===== src/verilog/vga_timing.sv =====
`timescale 1ns/1ps
`default_nettype none

module vga_timing #(
  parameter int FRAME_W = 320,
  parameter int FRAME_H = 240,
  parameter int H_FRONT = 8,
  parameter int H_SYNC  = 48,
  parameter int H_BACK  = 24,
  parameter int V_FRONT = 2,
  parameter int V_SYNC  = 2,
  parameter int V_BACK  = 16
) (
  input  logic clk_50,
  input  logic reset,
  output logic pix_en,
  output logic hsync,
  output logic vsync,
  output logic active,
  output logic line_start
);

  localparam int H_TOTAL  = FRAME_W + H_FRONT + H_SYNC + H_BACK;
  localparam int V_TOTAL  = FRAME_H + V_FRONT + V_SYNC + V_BACK;
  localparam int HS_START = FRAME_W + H_FRONT;
  localparam int VS_START = FRAME_H + V_FRONT;

  logic [$clog2(H_TOTAL)-1:0] h_cnt;
  logic [$clog2(V_TOTAL)-1:0] v_cnt;

  always_ff @(posedge clk_50) begin
    if (reset) begin
      pix_en <= 1'b0;
      h_cnt  <= '0;
      v_cnt  <= '0;
    end else begin
      // Pixel rate is half of clk_50
      pix_en <= !pix_en;
      if (pix_en) begin
        if (h_cnt == H_TOTAL - 1) begin
          h_cnt <= '0;
          if (v_cnt == V_TOTAL - 1) begin
            v_cnt <= '0;
          end else begin
            v_cnt <= v_cnt + 1'b1;
          end
        end else begin
          h_cnt <= h_cnt + 1'b1;
        end
      end
    end
  end

  // Visible area sits at the start of each line and frame
  assign active     = (h_cnt < FRAME_W) && (v_cnt < FRAME_H);
  // Sync pulses are active high
  assign hsync      = (h_cnt >= HS_START) && (h_cnt < HS_START + H_SYNC);
  assign vsync      = (v_cnt >= VS_START) && (v_cnt < VS_START + V_SYNC);
  assign line_start = (h_cnt == 0);

  a_cnt_range: assert property (@(posedge clk_50) disable iff (reset)
    (h_cnt < H_TOTAL) && (v_cnt < V_TOTAL));

endmodule

`default_nettype wire

===== config.mk =====
export PLATFORM = sky130hd
export DESIGN_NAME = vga_timing
export DESIGN_NICKNAME = d
export VERILOG_FILES = /design/src/verilog/vga_timing.sv
export SDC_FILE = /design/constraint.sdc
export NUM_CORES = 1
export LEC_CHECK = 0
export BUFFER_PORTS_ARGS = -buffer_cell sky130_fd_sc_hd__buf_2
export CORE_MARGIN = 1.5
export CORE_UTILIZATION = 45
export CTS_BUF_LIST = sky130_fd_sc_hd__clkbuf_16
export CTS_CLUSTER_DIAMETER = 80
export DETAILED_ROUTE_END_ITERATION = 7
export MAX_ROUTING_LAYER = met4
export PLACE_DENSITY = 0.66
export SLEW_MARGIN = 20
export SYNTH_ARGS = -nofsm -noshare
export SYNTH_HDL_FRONTEND = slang
export SYNTH_SLANG_ARGS = --single-unit

===== constraint.sdc =====
create_clock -name clk_50 -period 1.8 [get_ports clk_50]
set_input_delay 0.36 -clock clk_50 [delete_from_list [all_inputs] [get_ports clk_50]]
set_output_delay 0.36 -clock clk_50 [all_outputs]
set_load 0.005 [all_outputs]

==> results.ini, run 1 <==
[outcome]
run_status = finished with violations
violations = setup timing

[clock_network]
cts-htree-levels = 1
clock_insertion_delay_worst_skew_ns = 0.25
cts_tree = built
clock_tree.root_cell = clkbuf_16
clockBufferDepth = 2
numCtsBuffers = 3
clock-sinks = 19
cts_post_setup_buffers_inserted = 0
postCtsHoldBufs = 0
clkTransAtPathRegs_ns = 0.05

[logic_synthesis]
portion_of_synthesized_cell_area_occupied_by_the_leading_cell_type_pct = 37.6
syn_area_sq_mm = 0.00101
ys_types = 34
avgSynthCellArea_sq_um = 8.58
syn_inst = 118
yosysTopAreaCell = dfxtp_1
syn-num-nets = 123
ys_top_cells_by_area = dfxtp_1, nand3_1, and3_1
synth-seq-cells = 19
synth_sequential_area_ratio_pct = 37.6
synth.yosys.warnings = 0

[route]
drt_first_pass_iters = 4
vias_after_detailed_routing = 892
drt.antenna.violating_nets = 0
wirelength_mm = 2.06
drtIter0Drc = 25
drt_wl_cell_microns = 13.0
remaining_drc_errors = 0
via_per_inst = 5.65

[timing]
max_freq_mhz = 545
finalWorstPathRequiredPeriod_ns = 1.83
final_hold_viol_count = 0
layout_setup_ws_ns = -0.0335
report.final.setup_viol = 1
final_max_slew_viol_count = 0
worst_pin_slew_ns = 0.418
maxSlewHeadroom_pct = 72.1
skew_ns = 0.00413
layout_worst_path_cycle_share_pct = 102
grt_setup_unrepaired = true

[critical_path]
critical_path_arrival_ns = 1.47
cpLargestDelayFamily = simple AND/OR/NAND/NOR gates
r2r-end = h_cnt[3]
r2r_slack_ns = 0.11
timing.critical_path.buf_inv = 2
crit_start = h_cnt[0]
setup.worst_path.end = line_start
worst-setup-path-type = flop to output port
r2r_start = h_cnt[0]
path_max_fanout = 2
r2r.worst_path.cells = 6
required_time_worst_endpoint_ns = 1.44
crit_slowest_cell = or4b_4
critical_path.endpoint_type = output port
critical_path_depth = 5
path_cells = inv_2 > ha_4 > or4b_4 > nor4_4 > buf_2
start_kind = flop
critPathMaxStageDelay_ns = 0.46

[grt]
grt_antenna_before_repair = 0
grt_remaining_overflow = 0
grt_max_degree = 25
vias_in_the_first_global_route = 849
grt_pass1_wl_mm = 3.74
global_route.usage.total_pct = 19.7

[pwr]
combinationalPowerShare_pct = 6.0
fraction_of_power_consumed_by_sequential_logic_pct = 46.1
peakVddDrop_v = 0.000706
net-switching-power_w = 0.000183
p_int_w = 0.000751
switching_share_pct = 19.6
power_leakage_nw = 0.451
power_frac_clock_pct = 47.9
powerDensity_mw_per_mm2 = 762

[hold_path]
hold_path_class = flop to flop
whs_path_depth = 2
hold_startpoint = v_cnt[0]

[layout]
multiInputGateArea_sq_um = 609
fin_area_sq_mm = 0.00123
layout-drive-gt1-share_pct = 24.4
area_delta_synth_final_pct = 21.1
final_cells = 158
nFillCells = 196
diodes = 0
post-route-util_pct = 60.0
design.final.nets = 137
regArea_sq_um = 384

[placement]
post-dp-hpwl_mm = 1.41
numPortBuffers = 6
placedCellCount = 154
place.gp.congestion = 0.842
placed_cell_area_sq_mm = 0.00111

[floorplanning]
io_pins = 7
die_h_microns = 50.4
width_of_the_die_microns = 50.4
initial_core_util_pct = 49.6
floorplan.die_area_sq_mm = 0.00254
floorplan.rows = 16
design.core.area_sq_mm = 0.00204

[run]
cap_violations = 0

area by class of cell:
type	count	share of cell area, %
Clock inverter	1	0.306
Clock buffer	3	6.12
Inverter	6	1.84
Tap cell	27	2.76
Multi-Input combinational cell	87	49.7
Timing Repair Buffer	15	7.96
Sequential cell	19	31.3
power by group through the flow:
stage / Sequential, W / Combinational [W] / Clock (W)
after floorplan: 0.000442 / 0.0000234 / 0
after global placement: 0.000438 / 0.0000461 / 0
after detailed placement: 0.000438 / 0.0000476 / 0
after CTS: 0.000429 / 0.0000514 / 0.000459
after global routing: 0.000431 / 0.0000638 / 0.000478
final: 0.000430 / 0.0000563 / 0.000448
state kept, by name, summed over array words and instances, names as in the netlist:
register / cells
h_cnt: 9
pix_en: 1
v_cnt: 9
cell usage after synthesis:
master	n
nor4_1	2
a311oi_1	1
a31oi_1	1
nor2_1	6
a21oi_1	8
xnor2_1	5
and3_2	2
nor4b_4	1
o31ai_1	1
nand4_1	2
nand2_1	7
inv_1	6
nor3_1	7
ha_1	3
buf_4	2
clkbuf_1	2
o21ai_0	3
or3_1	2
and4_1	2
or4_1	2
o32ai_1	3
or2b_1	1
clkbuf_2	1
and4b_1	1
and3_1	7
nand3b_1	1
nand3_4	1
or4b_2	1
dfxtp_1	19
xor2_1	4
or2_2	1
nand2b_1	1
buf_2	1
nand3_1	11
layer usage:
metal	vias to the layer above	track usage (%)	share of wire, %
met5	-	-	0
li1	455	-	-
met4	0	6.76	0.53
met1	420	25.7	50
met2	15	28.9	45
met3	2	6.25	4.1
cell families after synthesis:
logic type                 after synthesis  synth area share (%)
AOI/OAI and AO/OA                       17                  10.3
DFF                                     19                  37.6
and+or+nand+nor                         58                  35.2
buffers and inverters                   12                  5.44
xor gates and xnor gates                 9                  7.79
adders and majority gates                3                  3.71
through the flow:
step	setup TNS [ns]	total power, W	hold WS (ns)	worst slack (ns)
2_1_floorplan	0	0.000465	0.465	0.132
3_3_place_gp	0	0.000484	0.483	0.0845
3_5_place_dp	0	0.000485	0.491	0.0411
4_1_cts	-0.116	0.000939	0.498	-0.116
5_1_grt	-0.102	0.000973	0.515	-0.102
6_report	-0.0335	0.000934	0.502	-0.0335
worst min path at each step:
| stage | slack (ns) | to |
|---|---|---|
| floorplan | 0.47 | v_cnt[0] |
| global placement | 0.48 | v_cnt[0] |
| detailed placement | 0.49 | v_cnt[0] |
| CTS | 0.50 | v_cnt[0] |
| global route | 0.52 | v_cnt[0] |
| finish | 0.50 | v_cnt[0] |
worst reg2reg max path: stages (launching register included):
cell     delay, ns
dfxtp_2       0.32
buf_4         0.14
ha_1          0.21
and4_2        0.30
and3_2        0.27
buf_4         0.17
nor3_1        0.19
layout by cell type (no fill, tap or decap), types with 5 or more instances in the layout:
cell type	instances
nor3_1	7
dfxtp_1	16
nor2_1	6
nand3_1	11
xnor2_1	5
a21oi_1	8
nand2_1	7
buf_4	9
buf_2	6
inv_1	5
and3_1	7
what timing repair did:
| item | CTS | global route |
|---|---|---|
| pin swaps | 1 | 1 |
| setup endpoints to repair | 1 | 5 |
| gates resized for setup | 2 | 9 |
| endpoints found under the hold margin | 0 | 0 |
(Power assumes the default switching activity.)
==> inputs of run 2 (changes only) <==
--- a/config.mk
+++ b/config.mk
@@ -6,14 +6,17 @@
 export NUM_CORES = 1
 export LEC_CHECK = 0
 export BUFFER_PORTS_ARGS = -buffer_cell sky130_fd_sc_hd__buf_2
+export CELL_PAD_IN_SITES_DETAIL_PLACEMENT = 1
+export CELL_PAD_IN_SITES_GLOBAL_PLACEMENT = 2
 export CORE_MARGIN = 1.5
-export CORE_UTILIZATION = 45
+export CORE_UTILIZATION = 35
 export CTS_BUF_LIST = sky130_fd_sc_hd__clkbuf_16
 export CTS_CLUSTER_DIAMETER = 80
 export DETAILED_ROUTE_END_ITERATION = 7
 export MAX_ROUTING_LAYER = met4
-export PLACE_DENSITY = 0.66
+export PLACE_DENSITY = 0.79
 export SLEW_MARGIN = 20
 export SYNTH_ARGS = -nofsm -noshare
 export SYNTH_HDL_FRONTEND = slang
 export SYNTH_SLANG_ARGS = --single-unit
+export TNS_END_PERCENT = 1
==> results.ini, run 2 (synthesis gave the netlist of run 1 again) <==
[outcome]
run_status = finished with violations
violations = setup timing

[route]
vias_after_detailed_routing = 887
drtIter0Drc = 13
drt_wl_cell_microns = 15.5
via_per_inst = 5.44
drt.antenna.violating_nets = 0
remaining_drc_errors = 0
wirelength_mm = 2.53
drt_first_pass_iters = 4

[pwr]
power_leakage_nw = 0.457
net-switching-power_w = 0.000191
switching_share_pct = 20.3
power.total_w = 0.000944
powerDensity_mw_per_mm2 = 761
power_frac_clock_pct = 48.2
fraction_of_power_consumed_by_sequential_logic_pct = 45.6
peakVddDrop_v = 0.000438
p_int_w = 0.000752
combinationalPowerShare_pct = 6.2

[layout]
diodes = 0
area_delta_synth_final_pct = 22.5
layout-drive-gt1-share_pct = 25.8
most-common-layout-cells = dfxtp_1, nand3_1, buf_4
layout_top_registers = h_cnt (9), v_cnt (9), pix_en (1)
post-route-util_pct = 45.0
design.final.nets = 138
final_cells = 163
final_common_cell = dfxtp_1

[timing]
whs_ns = 0.497
layout_worst_path_cycle_share_pct = 102
max_freq_mhz = 544
final_max_slew_viol_count = 0
skew_ns = 0.00328
worst_pin_slew_ns = 0.429
layout_setup_ws_ns = -0.0379
finalWorstPathRequiredPeriod_ns = 1.84
maxSlewHeadroom_pct = 71.4
grt_setup_unrepaired = true
final_hold_viol_count = 0
report.final.setup_viol = 1

[grt]
grt_max_degree = 25
vias_in_the_first_global_route = 941
global_route.usage.total_pct = 18.0
grt_pass1_wl_mm = 4.37
grt_remaining_overflow = 0
grt_antenna_before_repair = 0

[critical_path]
required_time_worst_endpoint_ns = 1.44
start_kind = flop
path_max_fanout = 2
critical_path_arrival_ns = 1.48
worst-setup-path-type = flop to output port
critical_path.endpoint_type = output port
crit_start = h_cnt[1]
r2r_start = h_cnt[0]

[clock_network]
clock_tree.root_cell = clkbuf_16
clockBufferDepth = 2
cts_post_setup_buffers_inserted = 0
postCtsHoldBufs = 0
numCtsBuffers = 3
cts_tree = built
clock-sinks = 19
clock_insertion_delay_worst_skew_ns = 0.25
clkTransAtPathRegs_ns = 0.06
cts-htree-levels = 1

[placement]
place.gp.congestion = 0.747
post-dp-hpwl_mm = 1.77
placedCellCount = 159
numPortBuffers = 6

[hold_path]
hold_path_class = flop to flop
hold_startpoint = v_cnt[0]

[floorplanning]
width_of_the_die_microns = 56.8
floorplan.rows = 19
io_pins = 7
initial_core_util_pct = 36.7
floorplan.die_area_sq_mm = 0.00322
design.core.area_sq_mm = 0.00276
die_h_microns = 56.8

[run]
cap_violations = 0

run 2: cell count changes in the layout (fill, tap and decap cells not counted), sizes merged:
cell / delta
buf: +1
run 2: cell type report:
type | count | area, sq um
fillers | 338 | 1520
flip-flops and latches | 19 | 385
repair buffers | 16 | 105
inverters | 6 | 22.5
well taps | 31 | 38.8
clock buffers | 3 | 75.1
multi-input cells | 87 | 609
clock inverters | 1 | 3.75
run 2: what timing repair did:
item	in CTS	in global routing
setup endpoints to repair	1	2
gates resized for setup	3	10
pin swaps	1	2
hold endpoints to repair	0	0
run 2: path summary, 6_finish.rpt:
check / endpoint / slack [ns] / cells past startpoint
max: line_start / -0.04 / 5
min: v_cnt[0] / 0.50 / 2
max reg2reg: h_cnt[3] / 0.10 / 6
min reg2reg: v_cnt[0] / 0.50 / 2
run 2: metal layers:
layer,global-route usage [%],share of wire [%],routed length (microns)
met2,27.2,45,1130
met1,23.8,52,1320
met5,-,0,0
met3,2.76,1.5,38
met4,7.97,1.5,38
run 2: per-stage QoR:
step / setup slack, ns / setup TNS, ns / instance area (sq um)
6_report: -0.0379 / -0.0379 / 1240
5_1_grt: -0.121 / -0.121 / 1240
4_1_cts: -0.114 / -0.114 / 1210
3_5_place_dp: 0.0435 / 0 / 1120
3_3_place_gp: 0.0699 / 0 / 1120
2_1_floorplan: 0.132 / 0 / 1010
run 2: power groups by stage:
stage / clock (W) / combinational (W) / sequential, W
floorplan: 0 / 0.0000234 / 0.000442
global placement: 0 / 0.0000471 / 0.000438
detailed placement: 0 / 0.0000480 / 0.000438
CTS: 0.000469 / 0.0000522 / 0.000430
global route: 0.000489 / 0.0000651 / 0.000431
finish: 0.000455 / 0.0000584 / 0.000431
run 2: critical path: stages (launching register included):
cell	delay, ns
dfxtp_2	0.32
inv_2	0.06
ha_4	0.12
or4b_4	0.47
nor4_4	0.12
buf_2	0.14
==> inputs of run 3 (changes only) <==
--- a/config.mk
+++ b/config.mk
@@ -9,12 +9,12 @@
 export CELL_PAD_IN_SITES_DETAIL_PLACEMENT = 1
 export CELL_PAD_IN_SITES_GLOBAL_PLACEMENT = 2
 export CORE_MARGIN = 1.5
-export CORE_UTILIZATION = 35
+export CORE_UTILIZATION = 38
 export CTS_BUF_LIST = sky130_fd_sc_hd__clkbuf_16
 export CTS_CLUSTER_DIAMETER = 80
 export DETAILED_ROUTE_END_ITERATION = 7
 export MAX_ROUTING_LAYER = met4
-export PLACE_DENSITY = 0.79
+export PLACE_DENSITY = 0.85
 export SLEW_MARGIN = 20
 export SYNTH_ARGS = -nofsm -noshare
 export SYNTH_HDL_FRONTEND = slang
==> constraint.sdc (replaced) <==
create_clock -name clk_50 -period 2.29 [get_ports clk_50]
set_input_delay 0.458 -clock clk_50 [delete_from_list [all_inputs] [get_ports clk_50]]
set_output_delay 0.458 -clock clk_50 [all_outputs]
set_load 0.005 [all_outputs]
==> results.ini, run 3 (synthesis gave the netlist of run 1 again) <==
[outcome]
run_status = finished clean

[timing]
skew_ns = 0.00221
grt_setup_unrepaired = false
layout_worst_path_cycle_share_pct = 94.3
final_hold_viol_count = 0
finalWorstPathRequiredPeriod_ns = 2.16
maxSlewHeadroom_pct = 71.6
fin_tns_setup_ns = 0
report.final.setup_viol = 0
worst_pin_slew_ns = 0.426
final_max_slew_viol_count = 0
max_freq_mhz = 463
whs_ns = 0.508

[hold_path]
whs_path_depth = 2
holdPathEnd = v_cnt[0]
hold_startpoint = v_cnt[0]
hold_path_class = flop to flop

[grt]
vias_in_the_first_global_route = 803
grt_pass1_wl_mm = 3.74
grt_remaining_overflow = 0
grt_antenna_before_repair = 0
grt_max_degree = 25
global_route.usage.total_pct = 17.9

[layout]
most-common-layout-cells = dfxtp_1, nand3_1, a21oi_1
final_cells = 153
diodes = 0
layout_top_registers = h_cnt (9), v_cnt (9), pix_en (1)
layout-drive-gt1-share_pct = 13.0
design.final.nets = 129
final_common_cell = dfxtp_1
area_delta_synth_final_pct = 12.0

[clock_network]
cts_tree = built
clock-sinks = 19
postCtsHoldBufs = 0
cts_post_setup_buffers_inserted = 0
post_cts_resize_count = 0
clkTransAtPathRegs_ns = 0.05
clockBufferDepth = 2
clock_tree.root_cell = clkbuf_16
cts-htree-levels = 1
clock_insertion_delay_worst_skew_ns = 0.25
numCtsBuffers = 3

[pwr]
powerDensity_mw_per_mm2 = 639
power_leakage_nw = 0.400
peakVddDrop_v = 0.000355

[floorplanning]
io_pins = 7
floorplan.rows = 18
die_h_microns = 54.6
initial_core_util_pct = 40.5
width_of_the_die_microns = 54.6
design.core.area_sq_mm = 0.00250
floorplan.die_area_sq_mm = 0.00298

[route]
drt_first_pass_iters = 4
vias_after_detailed_routing = 867
wirelength_mm = 2.25
remaining_drc_errors = 0
drt.antenna.violating_nets = 0
via_per_inst = 5.67
drtIter0Drc = 17
drt_wl_cell_microns = 14.7

[placement]
place.gp.congestion = 0.782
post-dp-hpwl_mm = 1.62
numPortBuffers = 6
placedCellCount = 149

[critical_path]
r2r-end = v_cnt[2]
start_kind = flop
path_max_fanout = 4
r2r_slack_ns = 0.45
critical_path.endpoint_type = output port
r2r.worst_path.cells = 5
r2r_start = h_cnt[0]
required_time_worst_endpoint_ns = 1.83
critical_path_arrival_ns = 1.70
crit_start = h_cnt[0]
worst-setup-path-type = flop to output port

[run]
cap_violations = 0

[run 3: changes by cell type in the layout (fill, tap and decap cells not counted), moves of 2 or more]
cell | previous run | this run
inv_2 | 2 | 0
dfxtp_1 | 15 | 19
buf_4 | 10 | 1
inv_1 | 5 | 7
dfxtp_2 | 4 | 0
[run 3: worst max-delay path by stage]
stage               cells past startpoint  slack, ns         end
global placement                        5       0.44  line_start
global route                            5       0.03  line_start
floorplan                               3       0.52  line_start
finish                                  5       0.13  line_start
detailed placement                      5       0.41  line_start
CTS                                     5       0.13  line_start
[run 3: layer usage]
layer	track usage (%)	vias to the layer above	part of all wire (%)
met5	-	-	0
met4	8.75	0	1.7
met3	1.64	5	1.4
met2	27.0	6	44
met1	23.8	420	53
li1	-	436	-
[run 3: stage by stage]
step           worst slack [ns]  utilization, %  cell area (sq um)  power [W]
4_1_cts                   0.130            45.3               1130   0.000735
6_report                  0.132            45.3               1130   0.000724
3_5_place_dp              0.413            42.2               1050   0.000375
2_1_floorplan             0.524               -               1010   0.000365
3_3_place_gp              0.436            42.2               1050   0.000375
5_1_grt                  0.0325            45.3               1130   0.000748
[run 3: critical path, cell delays in order (launching register included)]
cell	delay, ns
dfxtp_1	0.34
inv_1	0.07
ha_1	0.13
or4b_2	0.59
nor4_1	0.17
buf_2	0.15
[run 3: layout make-up]
type | instances | area [sq um]
fill | 302 | 1370
multi-input combinational | 87 | 577
sequential | 19 | 380
clock buffer | 3 | 75.1
timing repair buffer | 7 | 37.5
tap | 30 | 37.5
inverter | 6 | 22.5
clock inverter | 1 | 3.75
[run 3: power by group]
| group | internal [W] | total, W | switching (W) | leakage [nW] |
|---|---|---|---|---|
| Clock | 0.000232 | 0.000356 | 0.000124 | 0.0423 |
| Sequential | 0.000335 | 0.000341 | 0.00000609 | 0.154 |
| Combinational | 0.0000123 | 0.0000267 | 0.0000143 | 0.204 |
