**src/verilog/cam_pkg.sv**
```systemverilog
`default_nettype none

package cam_pkg;

  // One stored pixel in RGB444
  // Red sits in the top nibble and blue in the bottom one
  typedef struct packed {
    logic [3:0] r;
    logic [3:0] g;
    logic [3:0] b;
  } pixel12_t;

  // Orange box on the expanded 8-bit channels
  // All bounds are inclusive
  localparam logic [7:0] ORANGE_R_MIN = 8'hC0;
  localparam logic [7:0] ORANGE_G_MIN = 8'h40;
  localparam logic [7:0] ORANGE_G_MAX = 8'hA0;
  localparam logic [7:0] ORANGE_B_MAX = 8'h50;

  // Colour painted over every orange pixel
  localparam logic [7:0] HIGHLIGHT_R = 8'h00;
  localparam logic [7:0] HIGHLIGHT_G = 8'hFF;
  localparam logic [7:0] HIGHLIGHT_B = 8'h00;

  // Expansion of a 4-bit channel to 8 bits
  // Nibble n is repeated in both halves so the result is n times 17
  // 0x0 gives 0x00 and 0xF gives 0xFF
  function automatic logic [7:0] expand4(input logic [3:0] n);
    return {n, n};
  endfunction

endpackage

`default_nettype wire

```
**src/verilog/target_finder.sv**
```systemverilog
`timescale 1ns/1ps
`default_nettype none

module target_finder (
  input  logic       clk_50,
  input  logic       reset,
  input  logic [7:0] red,
  input  logic [7:0] green,
  input  logic [7:0] blue,
  input  logic       px_en,
  input  logic       px_hsync,
  input  logic       px_vsync,
  input  logic       px_active,
  input  logic       px_line_start,
  output logic [7:0] vga_r,
  output logic [7:0] vga_g,
  output logic [7:0] vga_b,
  output logic       vga_pix_en,
  output logic       vga_hsync,
  output logic       vga_vsync,
  output logic       vga_blank_n,
  output logic       is_orange,
  output logic       out_line_start
);

  logic in_box;

  // Orange box on the expanded channels
  // Red above its floor, green inside its band, blue under its ceiling
  assign in_box = (red >= cam_pkg::ORANGE_R_MIN) &&
                  (green >= cam_pkg::ORANGE_G_MIN) &&
                  (green <= cam_pkg::ORANGE_G_MAX) &&
                  (blue <= cam_pkg::ORANGE_B_MAX);

  always_ff @(posedge clk_50) begin
    if (reset) begin
      vga_r          <= '0;
      vga_g          <= '0;
      vga_b          <= '0;
      vga_pix_en     <= 1'b0;
      vga_hsync      <= 1'b0;
      vga_vsync      <= 1'b0;
      vga_blank_n    <= 1'b0;
      is_orange      <= 1'b0;
      out_line_start <= 1'b0;
    end else begin
      // Timing bits travel with the colour through this stage
      vga_pix_en     <= px_en;
      vga_hsync      <= px_hsync;
      vga_vsync      <= px_vsync;
      vga_blank_n    <= px_active;
      out_line_start <= px_line_start;
      // Only pixels inside the picture can be targets
      is_orange      <= px_active && in_box;
      if (!px_active) begin
        // Blanking is black
        vga_r <= '0;
        vga_g <= '0;
        vga_b <= '0;
      end else if (in_box) begin
        vga_r <= cam_pkg::HIGHLIGHT_R;
        vga_g <= cam_pkg::HIGHLIGHT_G;
        vga_b <= cam_pkg::HIGHLIGHT_B;
      end else begin
        vga_r <= red;
        vga_g <= green;
        vga_b <= blue;
      end
    end
  end

endmodule

`default_nettype wire

```
**config.mk**
```make
export PLATFORM = sky130hd
export DESIGN_NAME = target_finder
export DESIGN_NICKNAME = d
export VERILOG_FILES = /design/src/verilog/cam_pkg.sv /design/src/verilog/target_finder.sv
export SDC_FILE = /design/constraint.sdc
export NUM_CORES = 1
export LEC_CHECK = 0
export ABC_CLOCK_PERIOD_IN_PS = 3750
export BUFFER_PORTS_ARGS = -buffer_cell sky130_fd_sc_hd__buf_2
export CORE_MARGIN = 2
export CORE_UTILIZATION = 45
export CTS_CLUSTER_SIZE = 16
export DETAILED_ROUTE_END_ITERATION = 8
export GPL_TIMING_DRIVEN = 0
export PLACE_DENSITY = 0.89
export SLEW_MARGIN = 5
export SYNTH_ARGS = -nofsm -noshare
export SYNTH_HDL_FRONTEND = slang
export SYNTH_SLANG_ARGS = --single-unit
```
**constraint.sdc**
```tcl
create_clock -name clk_50 -period 3.75 [get_ports clk_50]
set_clock_uncertainty 0.05 [all_clocks]
set_input_delay 0.1875 -clock clk_50 [delete_from_list [all_inputs] [get_ports clk_50]]
set_output_delay 0.1875 -clock clk_50 [all_outputs]
set_load 0.005 [all_outputs]
```
==> results.md, run 1 <==
- The die boundary height is 51.72 µm.
- The die outline width is 51.72 µm.
- The number of unique standard cell types used by synthesis is 22.
- The portion of the clock cycle consumed by the worst path in the final layout is 0.4323.
- The kind of cell adding the most delay to the critical path is buffers and inverters.
- The flow ran to the end, and the final reports show no timing, DRC or antenna violations.
- For this run, the register share of the synthesized area comes to 0.5861.
- The pre-antenna-repair detailed-routing pass consisted of 4 iterations.
- Static timing analysis puts the maximum clock frequency at 616.9 MHz.
- The antenna cell count is 0.
- The met3 wirelength from detailed routing is 229 µm.
- Summing all flip-flop and latch instances after layout gives 600.6 µm².
- Summed over all nets, the switching power comes to 0.0001501 W.
- The fraction of synthesis flops using an asynchronous set or reset pin is 0.
- The detailed router put a total of 963 µm of wire on met1.
- The number of max-capacitance violations reported is 0.
- The synthesized area is 0.001025 mm².
- The final-report hold violation count came to 0.
- The number of warnings reported in the yosys synthesis log is 0.
- The portion of total power attributed to sequential cells is 0.553.
- The initial utilization of the core area, before any placement, comes to 0.4677.
- Measured against its own limit, the worst slew margin works out to 0.6242.
- The cell-internal power is 0.0004557 W.
- The number of setup buffers added after CTS is 0.
- The signed area change from the synthesized netlist to the final layout is 41.88%.
- The area used by multi-input combinational logic is 375.4 µm².
- For this block, the initial DRC count from the detailed router was 12.
- The routability congestion estimate is 0.6983.
- The capturing element type of the critical path is a register.
- Summed over all failing endpoints, the final setup total negative slack is 0 ns.
- The peak fanout along the critical path is 10.
- The worst-case IR drop observed on VDD is 0.3809 mV.
- On the critical path, the stage with the largest delay is an instance of sky130_fd_sc_hd__dlygate4sd3_1.
- The final layout contains routed wiring with a total length of 2514 µm.
- Setup repair after global routing left no endpoint under its margin.
- After clock tree synthesis, the flow added hold-fix buffers numbering 3.
- The longest clock path from root to sink contains 2 buffers.
- The final-report setup violation count is 0.
- The number of rows created at floorplan is 17.
- Clock-pin slew was measured on the worst setup and hold paths at 0.10 ns.
- The switching share of total power is 0.2478.
- Once detailed placement completed, the half-perimeter wirelength came to 1871 µm.
- The commonest cells after synthesis are sky130_fd_sc_hd__dfxtp_1, sky130_fd_sc_hd__a21oi_1, sky130_fd_sc_hd__nand2_1.
- The first global-routing pass estimated 3912 µm of wire.
- The total clock sinks is 30.
- The peak per-stage delay on the critical path is 0.54 ns.
- The clock root buffer master is sky130_fd_sc_hd__clkbuf_4.
- The CTS tree is built.
- The number of gates resized after cts is 0.
- The number of H-tree levels is 2.
- Of the total power, combinational logic draws 0.118.
- Walking the worst path, the cells encountered are dlygate4sd3_1 -> buf_2 -> nand2b_1 -> inv_1 -> clkbuf_1 -> o21ai_0 -> a21oi_1.
- The synthesized netlist net count is 134.
- The type of the tightest min-delay check is in2reg.
- The filler cells instantiated in the layout total 186.
- The global route total overflow is 0.
- The wire length per cell after detailed routing is 12.45 µm.
- The worst path in the final design needs a cycle of 1.621 ns, including I/O delays and setup.
- The transition time at the pin with the least slew margin is 0.5590 ns.
- The die area is 0.002675 mm².
- During I/O placement, the number of pins put on the boundary was 61.
- The detail route stage leaves a number of antenna-violating nets equal to 0.
- Synthesis inferred 30 register bits.
- The count of buffers added on input and output ports is 60.
- Ranked by total cell area, the synthesized netlist is headed by sky130_fd_sc_hd__dfxtp_1, sky130_fd_sc_hd__a211oi_1, sky130_fd_sc_hd__a21oi_1.
- The detailed router used layers up to and including met4.
- The number of global-route vias before repair is 947.
- The number of buffers created by CTS is 5.
- In this run the power density over the cells is 416.7 mW/mm².
- The leakage power summed over all cells is 0.7328 nW.
- The total area inside the core boundary comes to 0.002191 mm².
- In the final layout, the share of cells above drive strength 1 is 0.4138.
- The cell type contributing the most total cell area after synthesis is sky130_fd_sc_hd__dfxtp_1.
- In the routed design, unresolved DRC markers number 0.
- STA classifies the critical path startpoint as a primary input.
- The leading register cell type out of synthesis is sky130_fd_sc_hd__dfxtp_1.
- Together, buffers and inverters on the worst path number 4.
- The portion of synthesized cell area occupied by the leading cell type is 0.5861.
- The data required time at the worst endpoint is 3.96 ns.
- The per-instance average area after synthesis is 9.949 µm².
- The net count of the finished layout is 204.
- The number of slew-limit violations in the final report is 0.
- The total number of vias is 1007.
- The share of total power dissipated in the clock network is 0.329.
- The most common cell in the synthesized netlist is sky130_fd_sc_hd__dfxtp_1.
- The total routing resource utilization after global routing is 0.2120.
- The critical path is of the in2reg type.
- The wire length on met2 is 1251 µm.
- Measured on the finished design, the core utilization comes to 0.6636.
- Yosys mapped a number of flops with a built-in enable equal to 0.
- The pin count of the biggest net entering global routing is 11.
- Using the TritonRoute via totals, the vias-per-cell ratio works out to 4.985.
- The data arrival at the endpoint of the critical path is 1.83 ns.
- The gate count of the mapped netlist is 103.
- The number of antenna violations at the first check in global routing is 0.
==> power by group through the flow <==
stage           logic, W  registers (W)  clock network, W
3_3_place_gp   0.0000663       0.000342                 0
3_5_place_dp   0.0000690       0.000343                 0
6_report       0.0000715       0.000335          0.000199
5_1_grt        0.0000803       0.000336          0.000220
2_1_floorplan  0.0000268       0.000345                 0
4_1_cts        0.0000719       0.000335          0.000206
==> worst paths after layout <==
path              startpoint       end  slack, ns  cells past startpoint
setup / recovery       reset  vga_g[5]       2.13                      7
hold / removal        red[3]  vga_r[3]       0.02                      3
==> final cells by class <==
| cell class | instances | area share |
|---|---|---|
| flip-flops and latches | 30 | 0.4131 |
| multi-input cells | 61 | 0.2582 |
| plain buffers | 4 | 0.01291 |
| inverters | 8 | 0.02065 |
| repair buffers | 63 | 0.2272 |
| well taps | 28 | 0.02410 |
| clock inverters | 2 | 0.008606 |
| clock buffers | 6 | 0.03528 |
==> flip-flops by register name, indices dropped and copies added, names as in the netlist <==
register / cells
vga_b: 8
vga_g: 8
vga_r: 8
is_orange: 1
out_line_start: 1
vga_blank_n: 1
vga_hsync: 1
vga_pix_en: 1
vga_vsync: 1
==> cell families (layout without fill, tap and decap cells) <==
logic type | after synthesis | in the layout | share of synthesized area
AOI/OAI and AO/OA | 35 | 35 | 0.2344
buffers and inverters | 12 | 83 | 0.04762
and+or+nand+nor | 26 | 26 | 0.1319
DFF | 30 | 30 | 0.5861
==> per-stage QoR <==
step | instances | setup WS (ns) | instance area (µm²) | total power, W | hold slack, ns
after global routing | 202 | 1.946 | 1454 | 0.0006364 | 0.005190
after CTS | 202 | 2.132 | 1454 | 0.0006130 | 0.001343
after global placement | 191 | 1.937 | 1360 | 0.0004085 | 0.3545
after floorplan | 103 | 2.167 | 1025 | 0.0003718 | 0.2091
final | 202 | 2.129 | 1454 | 0.0006058 | 0.01776
after detailed placement | 191 | 1.863 | 1360 | 0.0004116 | 0.3615
==> placed cells by master, fill, tap and decap left out, types with 3 or more instances in the layout <==
master                          instances
sky130_fd_sc_hd__a21oi_1               16
sky130_fd_sc_hd__nand2_1               15
sky130_fd_sc_hd__dlygate4sd3_1          3
sky130_fd_sc_hd__a211oi_1              12
sky130_fd_sc_hd__clkbuf_1               3
sky130_fd_sc_hd__dfxtp_1               30
sky130_fd_sc_hd__clkbuf_4               5
sky130_fd_sc_hd__nor2b_1                4
sky130_fd_sc_hd__inv_1                  8
sky130_fd_sc_hd__buf_2                 60
==> metal layers <==
layer / up-vias / global-route usage
li1: 499 / -
met1: 453 / 0.2069
met2: 47 / 0.3632
met3: 8 / 0.1034
met5: - / 0
met4: 0 / 0.1184
Power figures use the tool's default switching activity.
==> run 2: changes to the inputs <==
Settings changed: ABC_CLOCK_PERIOD_IN_PS 3750 to 1600, CORE_UTILIZATION 45 to 41, PLACE_DENSITY 0.89 to 0.82.
Clock period 3.75 ns to 1.6 ns, I/O delays scaled along.
==> run 2 against run 1 <==
  * Final cell count increased by 14%
  * First-iteration DRC count rose by 120%
  * Setup slack lost 2.1 ns
  * Wire length up 22%
  * Clock-buffer cell count down 1
  * Power grew to 2.6 times the previous value
  * Clock power rose to 2.9 times the previous value
  * Sequential share of layout area down 6.7 points
  * Critical path depth is 1 lower
  * Worst hold slack improved by 0.0019 ns
  * Critical path type unchanged
  * Largest cell class is now buffers
  * Largest power group unchanged
==> results.md, run 2 (synthesis gave the netlist of run 1 again) <==
- The final-report hold violation count is 0.
- Detailed placement finished with a half-perimeter wire length of 1827 µm.
- The overall power is 0.001594 W.
- The run finished with clean final reports.
- Across every metal layer, demand over resource in global routing totals 0.2280.
- Setup repair after global routing left no endpoint under its margin.
- After clock tree synthesis, the clock-pin slew on the worst setup and hold paths is 0.09 ns.
- The final-report setup violation count is 0.
- The highest clock frequency the design can meet is 629.7 MHz.
- The highest ir drop seen on vdd is 1.019 mV.
- The global route total overflow is 0.
- The largest registers in the layout are vga_b: 8 flops, vga_g: 8 flops, vga_r: 8 flops.
- The most common cell after layout, fill and taps aside is sky130_fd_sc_hd__buf_2.
- Detailed routing inserted a total of 1094 vias.
- The clock drives 30 sinks.
- The remaining routing DRC violations is 0.
- The core region is 0.002432 mm².
- The number of antenna violations at the first check in global routing came to 0.
- The signed area change from the synthesized netlist to the final layout is 69.11%.
- The clock period minus final worst setup slack is 1.588 ns.
- Data arrives at the worst endpoint at 1.76 ns.
- The number of slew-limit violations in the final report is 0.
- The detailed router finished its first iteration with 26 violations.
- The critical path startpoint category is a primary input.
- In the layout the commonest cells are sky130_fd_sc_hd__buf_2, sky130_fd_sc_hd__dfxtp_1, sky130_fd_sc_hd__dlygate4sd3_1, sky130_fd_sc_hd__a21oi_1, sky130_fd_sc_hd__nand2_1.
- The clock root buffer master is sky130_fd_sc_hd__clkbuf_4.
- The initial utilization of the core area, before any placement, comes to 0.4213.
- The antenna cell count is 0.
- Entering global routing, the biggest net connects 11 pins.
- The congestion estimate from routability-driven global placement came to 0.8296.
- TritonCTS built the clock tree.
- The portion of the clock cycle consumed by the worst path in the final layout is 0.9926.
- In this run the static leakage power is 0.8596 nW.
- STA classifies the critical path endpoint as a register.
- The category of the most critical setup path is in2reg.
- The via-per-instance ratio is 4.757.
- The count of cells in the finished layout, fillers not included, comes to 230.
- The number of nets at the end of the flow is 230.
- In this run the worst path has a maximum fanout of 10.
- The transition time at the pin with the least slew margin is 0.6027 ns.
- After detailed routing, the average wire length per cell comes to 13.37 µm.
- The startpoint of the most critical hold path is green[5].
- Row generation in the floorplan step produced 18 rows.
- The count of input and output buffers is 60.
- The floorplan step defined a die boundary enclosing 0.002915 mm².
- The worst setup timing slack at the placement stage is -0.2000 ns.
- During I/O placement, the number of pins put on the boundary was 61.
- In this run, placement finished with an instance count of 193.
- In this run the deepest clock path goes through 2 buffers.
- The critical path starts at blue[6].
- The first global-routing pass estimated 4540 µm of wire.
- Of the cells placed in the final design, the portion with a size suffix greater than 1 is 0.3700.
- The data required time at the worst endpoint is 1.77 ns.
- The number of global-route vias before repair was 1088.
- The worst slew slack as a fraction of its limit is 0.5949.
- Counting the buffers created by CTS gives 5.
- The final sum of negative setup slack is 0 ns.
- The die outline width is 54.00 µm.
- In this run the vertical extent of the chip is 54.00 µm.
- The clock tree synthesis step divided the H-tree into 2 levels.
- The type of the tightest min-delay check is in2reg.
- Setup slack closes at 0.01182 ns.
- Hold timing on the final database bottoms out at a slack of 0.01970 ns.
- The final wirelength is 3075 µm.
- The number of max-capacitance violations reported is 0.
- For this design the ratio of total power to cell area is 920.0 mW/mm².
- The number of search-and-repair iterations in the first detailed-routing pass is 4.
- In this run the remaining antenna-violating nets after routing total 0.
==> run 2: cell count changes in the layout (fill, tap and decap cells not counted) <==
cell | previous run | this run
sky130_fd_sc_hd__clkinv_2 | 1 | 2
sky130_fd_sc_hd__dlygate4sd3_1 | 3 | 29
sky130_fd_sc_hd__clkbuf_8 | 1 | 0
sky130_fd_sc_hd__clkbuf_1 | 3 | 1
sky130_fd_sc_hd__clkinvlp_4 | 1 | 0
sky130_fd_sc_hd__bufinv_16 | 0 | 1
sky130_fd_sc_hd__clkbuf_2 | 0 | 2
==> run 2: path summary, 6_finish.rpt <==
| path | endpoint | cells past startpoint |
|---|---|---|
| setup / recovery | vga_b[6] | 6 |
| hold / removal | vga_g[5] | 3 |
==> run 2: layout make-up <==
class,instances,area [µm²]
inverter,8,30.03
sequential,30,600.6
buffer,4,21.27
fill,180,699.4
timing repair buffer,89,590.6
clock inverter,3,40.04
tap,30,37.54
clock buffer,5,37.54
multi-input combinational,61,375.4
==> run 2: through the flow <==
stage	utilization	instance area, µm²
2_1_floorplan	-	1025
3_3_place_gp	0.5602	1363
3_5_place_dp	0.5602	1363
4_1_cts	0.7114	1730
5_1_grt	0.7124	1733
6_report	0.7124	1733
==> run 2: timing repair <==
action	CTS	global route
endpoints found under the hold margin	28	0
setup endpoints to repair	0	14
hold buffers	29	0
buffers inserted	0	0
resized for setup	0	4
==> run 2: report_power, final <==
part | internal, W | switching (W) | total (W)
clock | 0.000323 | 0.000261 | 0.000584
sequential | 0.000778 | 0.00000754 | 0.000786
combinational | 0.000121 | 0.000103 | 0.000224
==> run 2: worst max-delay path, stage by stage <==
cell and delay, ns:
sky130_fd_sc_hd__dlygate4sd3_1 0.54, sky130_fd_sc_hd__buf_2 0.16, sky130_fd_sc_hd__o2bb2ai_1 0.17, sky130_fd_sc_hd__a311oi_4 0.45
sky130_fd_sc_hd__buf_4 0.26, sky130_fd_sc_hd__a21oi_1 0.10
==> run 2: per-layer routing <==
layer  part of all wire  up-vias  routed length, µm  GRT usage
met5                  0        -                  0          0
met4              0.022        0                 68     0.1167
met3              0.064        7                198    0.09444
met2               0.51       43               1581     0.4045
met1               0.40      496               1226     0.2262
li1                   -      548                  -          -
==> run 3: changes to the inputs <==
Settings changed: PLACE_DENSITY 0.82 to 0.76.
==> run 3 against run 2 <==
  * Worst hold slack better by 0.011 ns
  * Utilization is 0.051 points higher
  * Wire length is 2.3% higher
  * Critical path depth is 1 lower
  * Critical path type unchanged
  * First-iteration DRC count is 85% lower
==> results.md, run 3 (synthesis gave the netlist of run 1 again) <==
- The global-route wire length before repair is 4443 µm.
- The die covers 0.002915 mm².
- The number of max-capacitance violations reported is 0.
- The die boundary height is 54.00 µm.
- The critical path is of the in2reg type.
- The design area is 0.001734 mm².
- After detailed routing, the average wire length per cell comes to 13.56 µm.
- The total clock sinks is 30.
- The tightest min-delay check is of the in2reg type.
- The final-report hold violation count is 0.
- The violation count after the first detailed-routing iteration is 4.
- The worst pin sits at a relative slew slack of 0.5894.
- The overall power is 0.001492 W.
- The data required time at the worst endpoint is 1.74 ns.
- The worst setup path is launched from a primary input.
- The largest registers in the layout are vga_b: 8 flops, vga_g: 8 flops, vga_r: 8 flops.
- Of the total power, the share spent switching nets is 0.2547.
- The capturing element type of the critical path is a register.
- Entering global routing, the biggest net connects 11 pins.
- The run finished with clean final reports.
- The boundary pin count is 61.
- The final route contains 1139 vias.
- The first detailed-routing pass ran for 6 iterations.
- The minimum hold slack is 0.03069 ns.
- The launching element of the worst setup path is green[6].
- The initial cell density of the core is 0.4213.
- In this run the core area contains 18 standard-cell rows.
- Of the cells placed in the final design, the portion with a size suffix greater than 1 is 0.3762.
- The count of input and output buffers is 60.
- The number of antenna violations at the first check in global routing is 0.
- The transition time at the pin with the least slew margin is 0.6107 ns.
- The switching power is 0.0003801 W.
- Relative to the synthesized area, the layout overhead comes to 69.23%.
- The power density relative to cell area is 860.6 mW/mm².
- Counting the fill cells in the layout gives 178.
- Clock-pin slew was measured on the worst setup and hold paths at 0.09 ns.
- In this run the worst path has a maximum fanout of 10.
- The congestion estimate from routability-driven global placement came to 0.7436.
- The maximum clock path buffer count is 2.
- The share of total power dissipated in sequential elements is 0.526.
- The final wirelength is 3145 µm.
- Setup violations remaining at the end of the flow were counted as 0.
- In this run the number of H-tree levels came out at 2.
- The highest clock frequency the design can meet is 640.7 MHz.
- Of the total power, combinational logic draws 0.152.
- TritonCTS built the clock tree.
- For this run the aggregate overflow at the end of global routing stands at 0.
- The cell-internal power is 0.001112 W.
- The number of global-route vias before repair came to 1085.
- The antenna cell count is 0.
- The worst path needs 1.561 ns of the cycle, external delays included.
- The number of slew-limit violations in the final report is 0.
- The highest ir drop seen on vdd is 0.8213 mV.
- For this run, the post-layout net count is 232.
- For this run, the total global-route usage over all layers was measured as 0.2159.
- In the layout the commonest cells are sky130_fd_sc_hd__buf_2, sky130_fd_sc_hd__dfxtp_1, sky130_fd_sc_hd__dlygate4sd3_1, sky130_fd_sc_hd__a21oi_1, sky130_fd_sc_hd__nand2_1.
- STA puts the critical path data arrival time at 1.70 ns.
- In this run the remaining antenna-violating nets after routing total 0.
- The cell area after placement is 0.001363 mm².
- The portion of the clock cycle consumed by the worst path in the final layout is 0.9755.
- The number of buffers created by CTS is 5.
- After floorplanning, the core was sized to cover 0.002432 mm².
- The most common cell after layout, fill and taps aside is sky130_fd_sc_hd__buf_2.
- In the routed design, unresolved DRC markers number 0.
- The die is 54.00 µm wide.
- The leakage power summed over all cells is 0.8596 nW.
- The startpoint of the most critical hold path is green[5].
- The clock root buffer master is sky130_fd_sc_hd__clkbuf_4.
- Of the total power, the clock network draws 0.322.
- Detailed placement finished with a half-perimeter wire length of 1842 µm.
- After detailed routing, the number of vias per cell comes to 4.909.
run 3: changes by cell type in the layout (fill, tap and decap cells not counted), sizes merged:
cell and delta:
clkinv -1, buf +2, bufinv -1, clkinvlp +1, clkbuf +1
run 3: worst paths after layout:
| path | endpoint | slack (ns) | cells past startpoint |
|---|---|---|---|
| worst max-delay path | vga_r[0] | 0.04 | 5 |
| worst min-delay path | vga_g[5] | 0.03 | 3 |
run 3: through the flow:
step | setup WS (ns) | util | cells | TNS (ns)
after floorplan | 0.1244 | - | 103 | 0
after global placement | -0.1532 | 0.5602 | 193 | -1.489
after detailed placement | -0.2199 | 0.5602 | 193 | -2.096
after CTS | 0.02130 | 0.7058 | 230 | 0
after global routing | -0.003342 | 0.7130 | 232 | -0.003892
final | 0.03924 | 0.7130 | 232 | 0
run 3: cell type report:
| cell class | instances | area (µm²) | share of cell area |
|---|---|---|---|
| Clock inverter | 2 | 12.51 | 0.007215 |
| Inverter | 8 | 30.03 | 0.01732 |
| Clock buffer | 6 | 51.30 | 0.02958 |
| Sequential cell | 30 | 600.6 | 0.3463 |
| Buffer | 4 | 21.27 | 0.01227 |
| Multi-Input combinational cell | 61 | 375.4 | 0.2165 |
| Tap cell | 30 | 37.54 | 0.02165 |
| Timing Repair Buffer | 91 | 605.6 | 0.3492 |
run 3: power by group through the flow:
stage          registers (W)  clock network (W)   logic, W
6_report            0.000786           0.000480   0.000227
4_1_cts             0.000785           0.000485   0.000218
3_5_place_dp        0.000803                  0   0.000162
3_3_place_gp        0.000802                  0   0.000156
5_1_grt             0.000789           0.000530   0.000247
2_1_floorplan       0.000808                  0  0.0000629
run 3: per-layer routing:
metal | up-vias | global-route usage | share of wire
met5 | - | 0 | 0
met2 | 55 | 0.3862 | 0.52
li1 | 558 | - | -
met3 | 6 | 0.08333 | 0.074
met4 | 0 | 0.08750 | 0.021
met1 | 520 | 0.2247 | 0.39
run 3: timing repair:
item                                    4_1_cts  5_1_grt
hold buffers                                 29        0
setup buffers                                 0        2
endpoints found under the hold margin        28        0
resized for setup                             0        4
endpoints found under the setup margin        0       15
run 3: critical path: stages:
cell and delay, ns:
sky130_fd_sc_hd__buf_2 0.14, sky130_fd_sc_hd__nor4_2 0.59, sky130_fd_sc_hd__a21o_1 0.33, sky130_fd_sc_hd__clkbuf_1 0.39, sky130_fd_sc_hd__a21oi_1 0.17
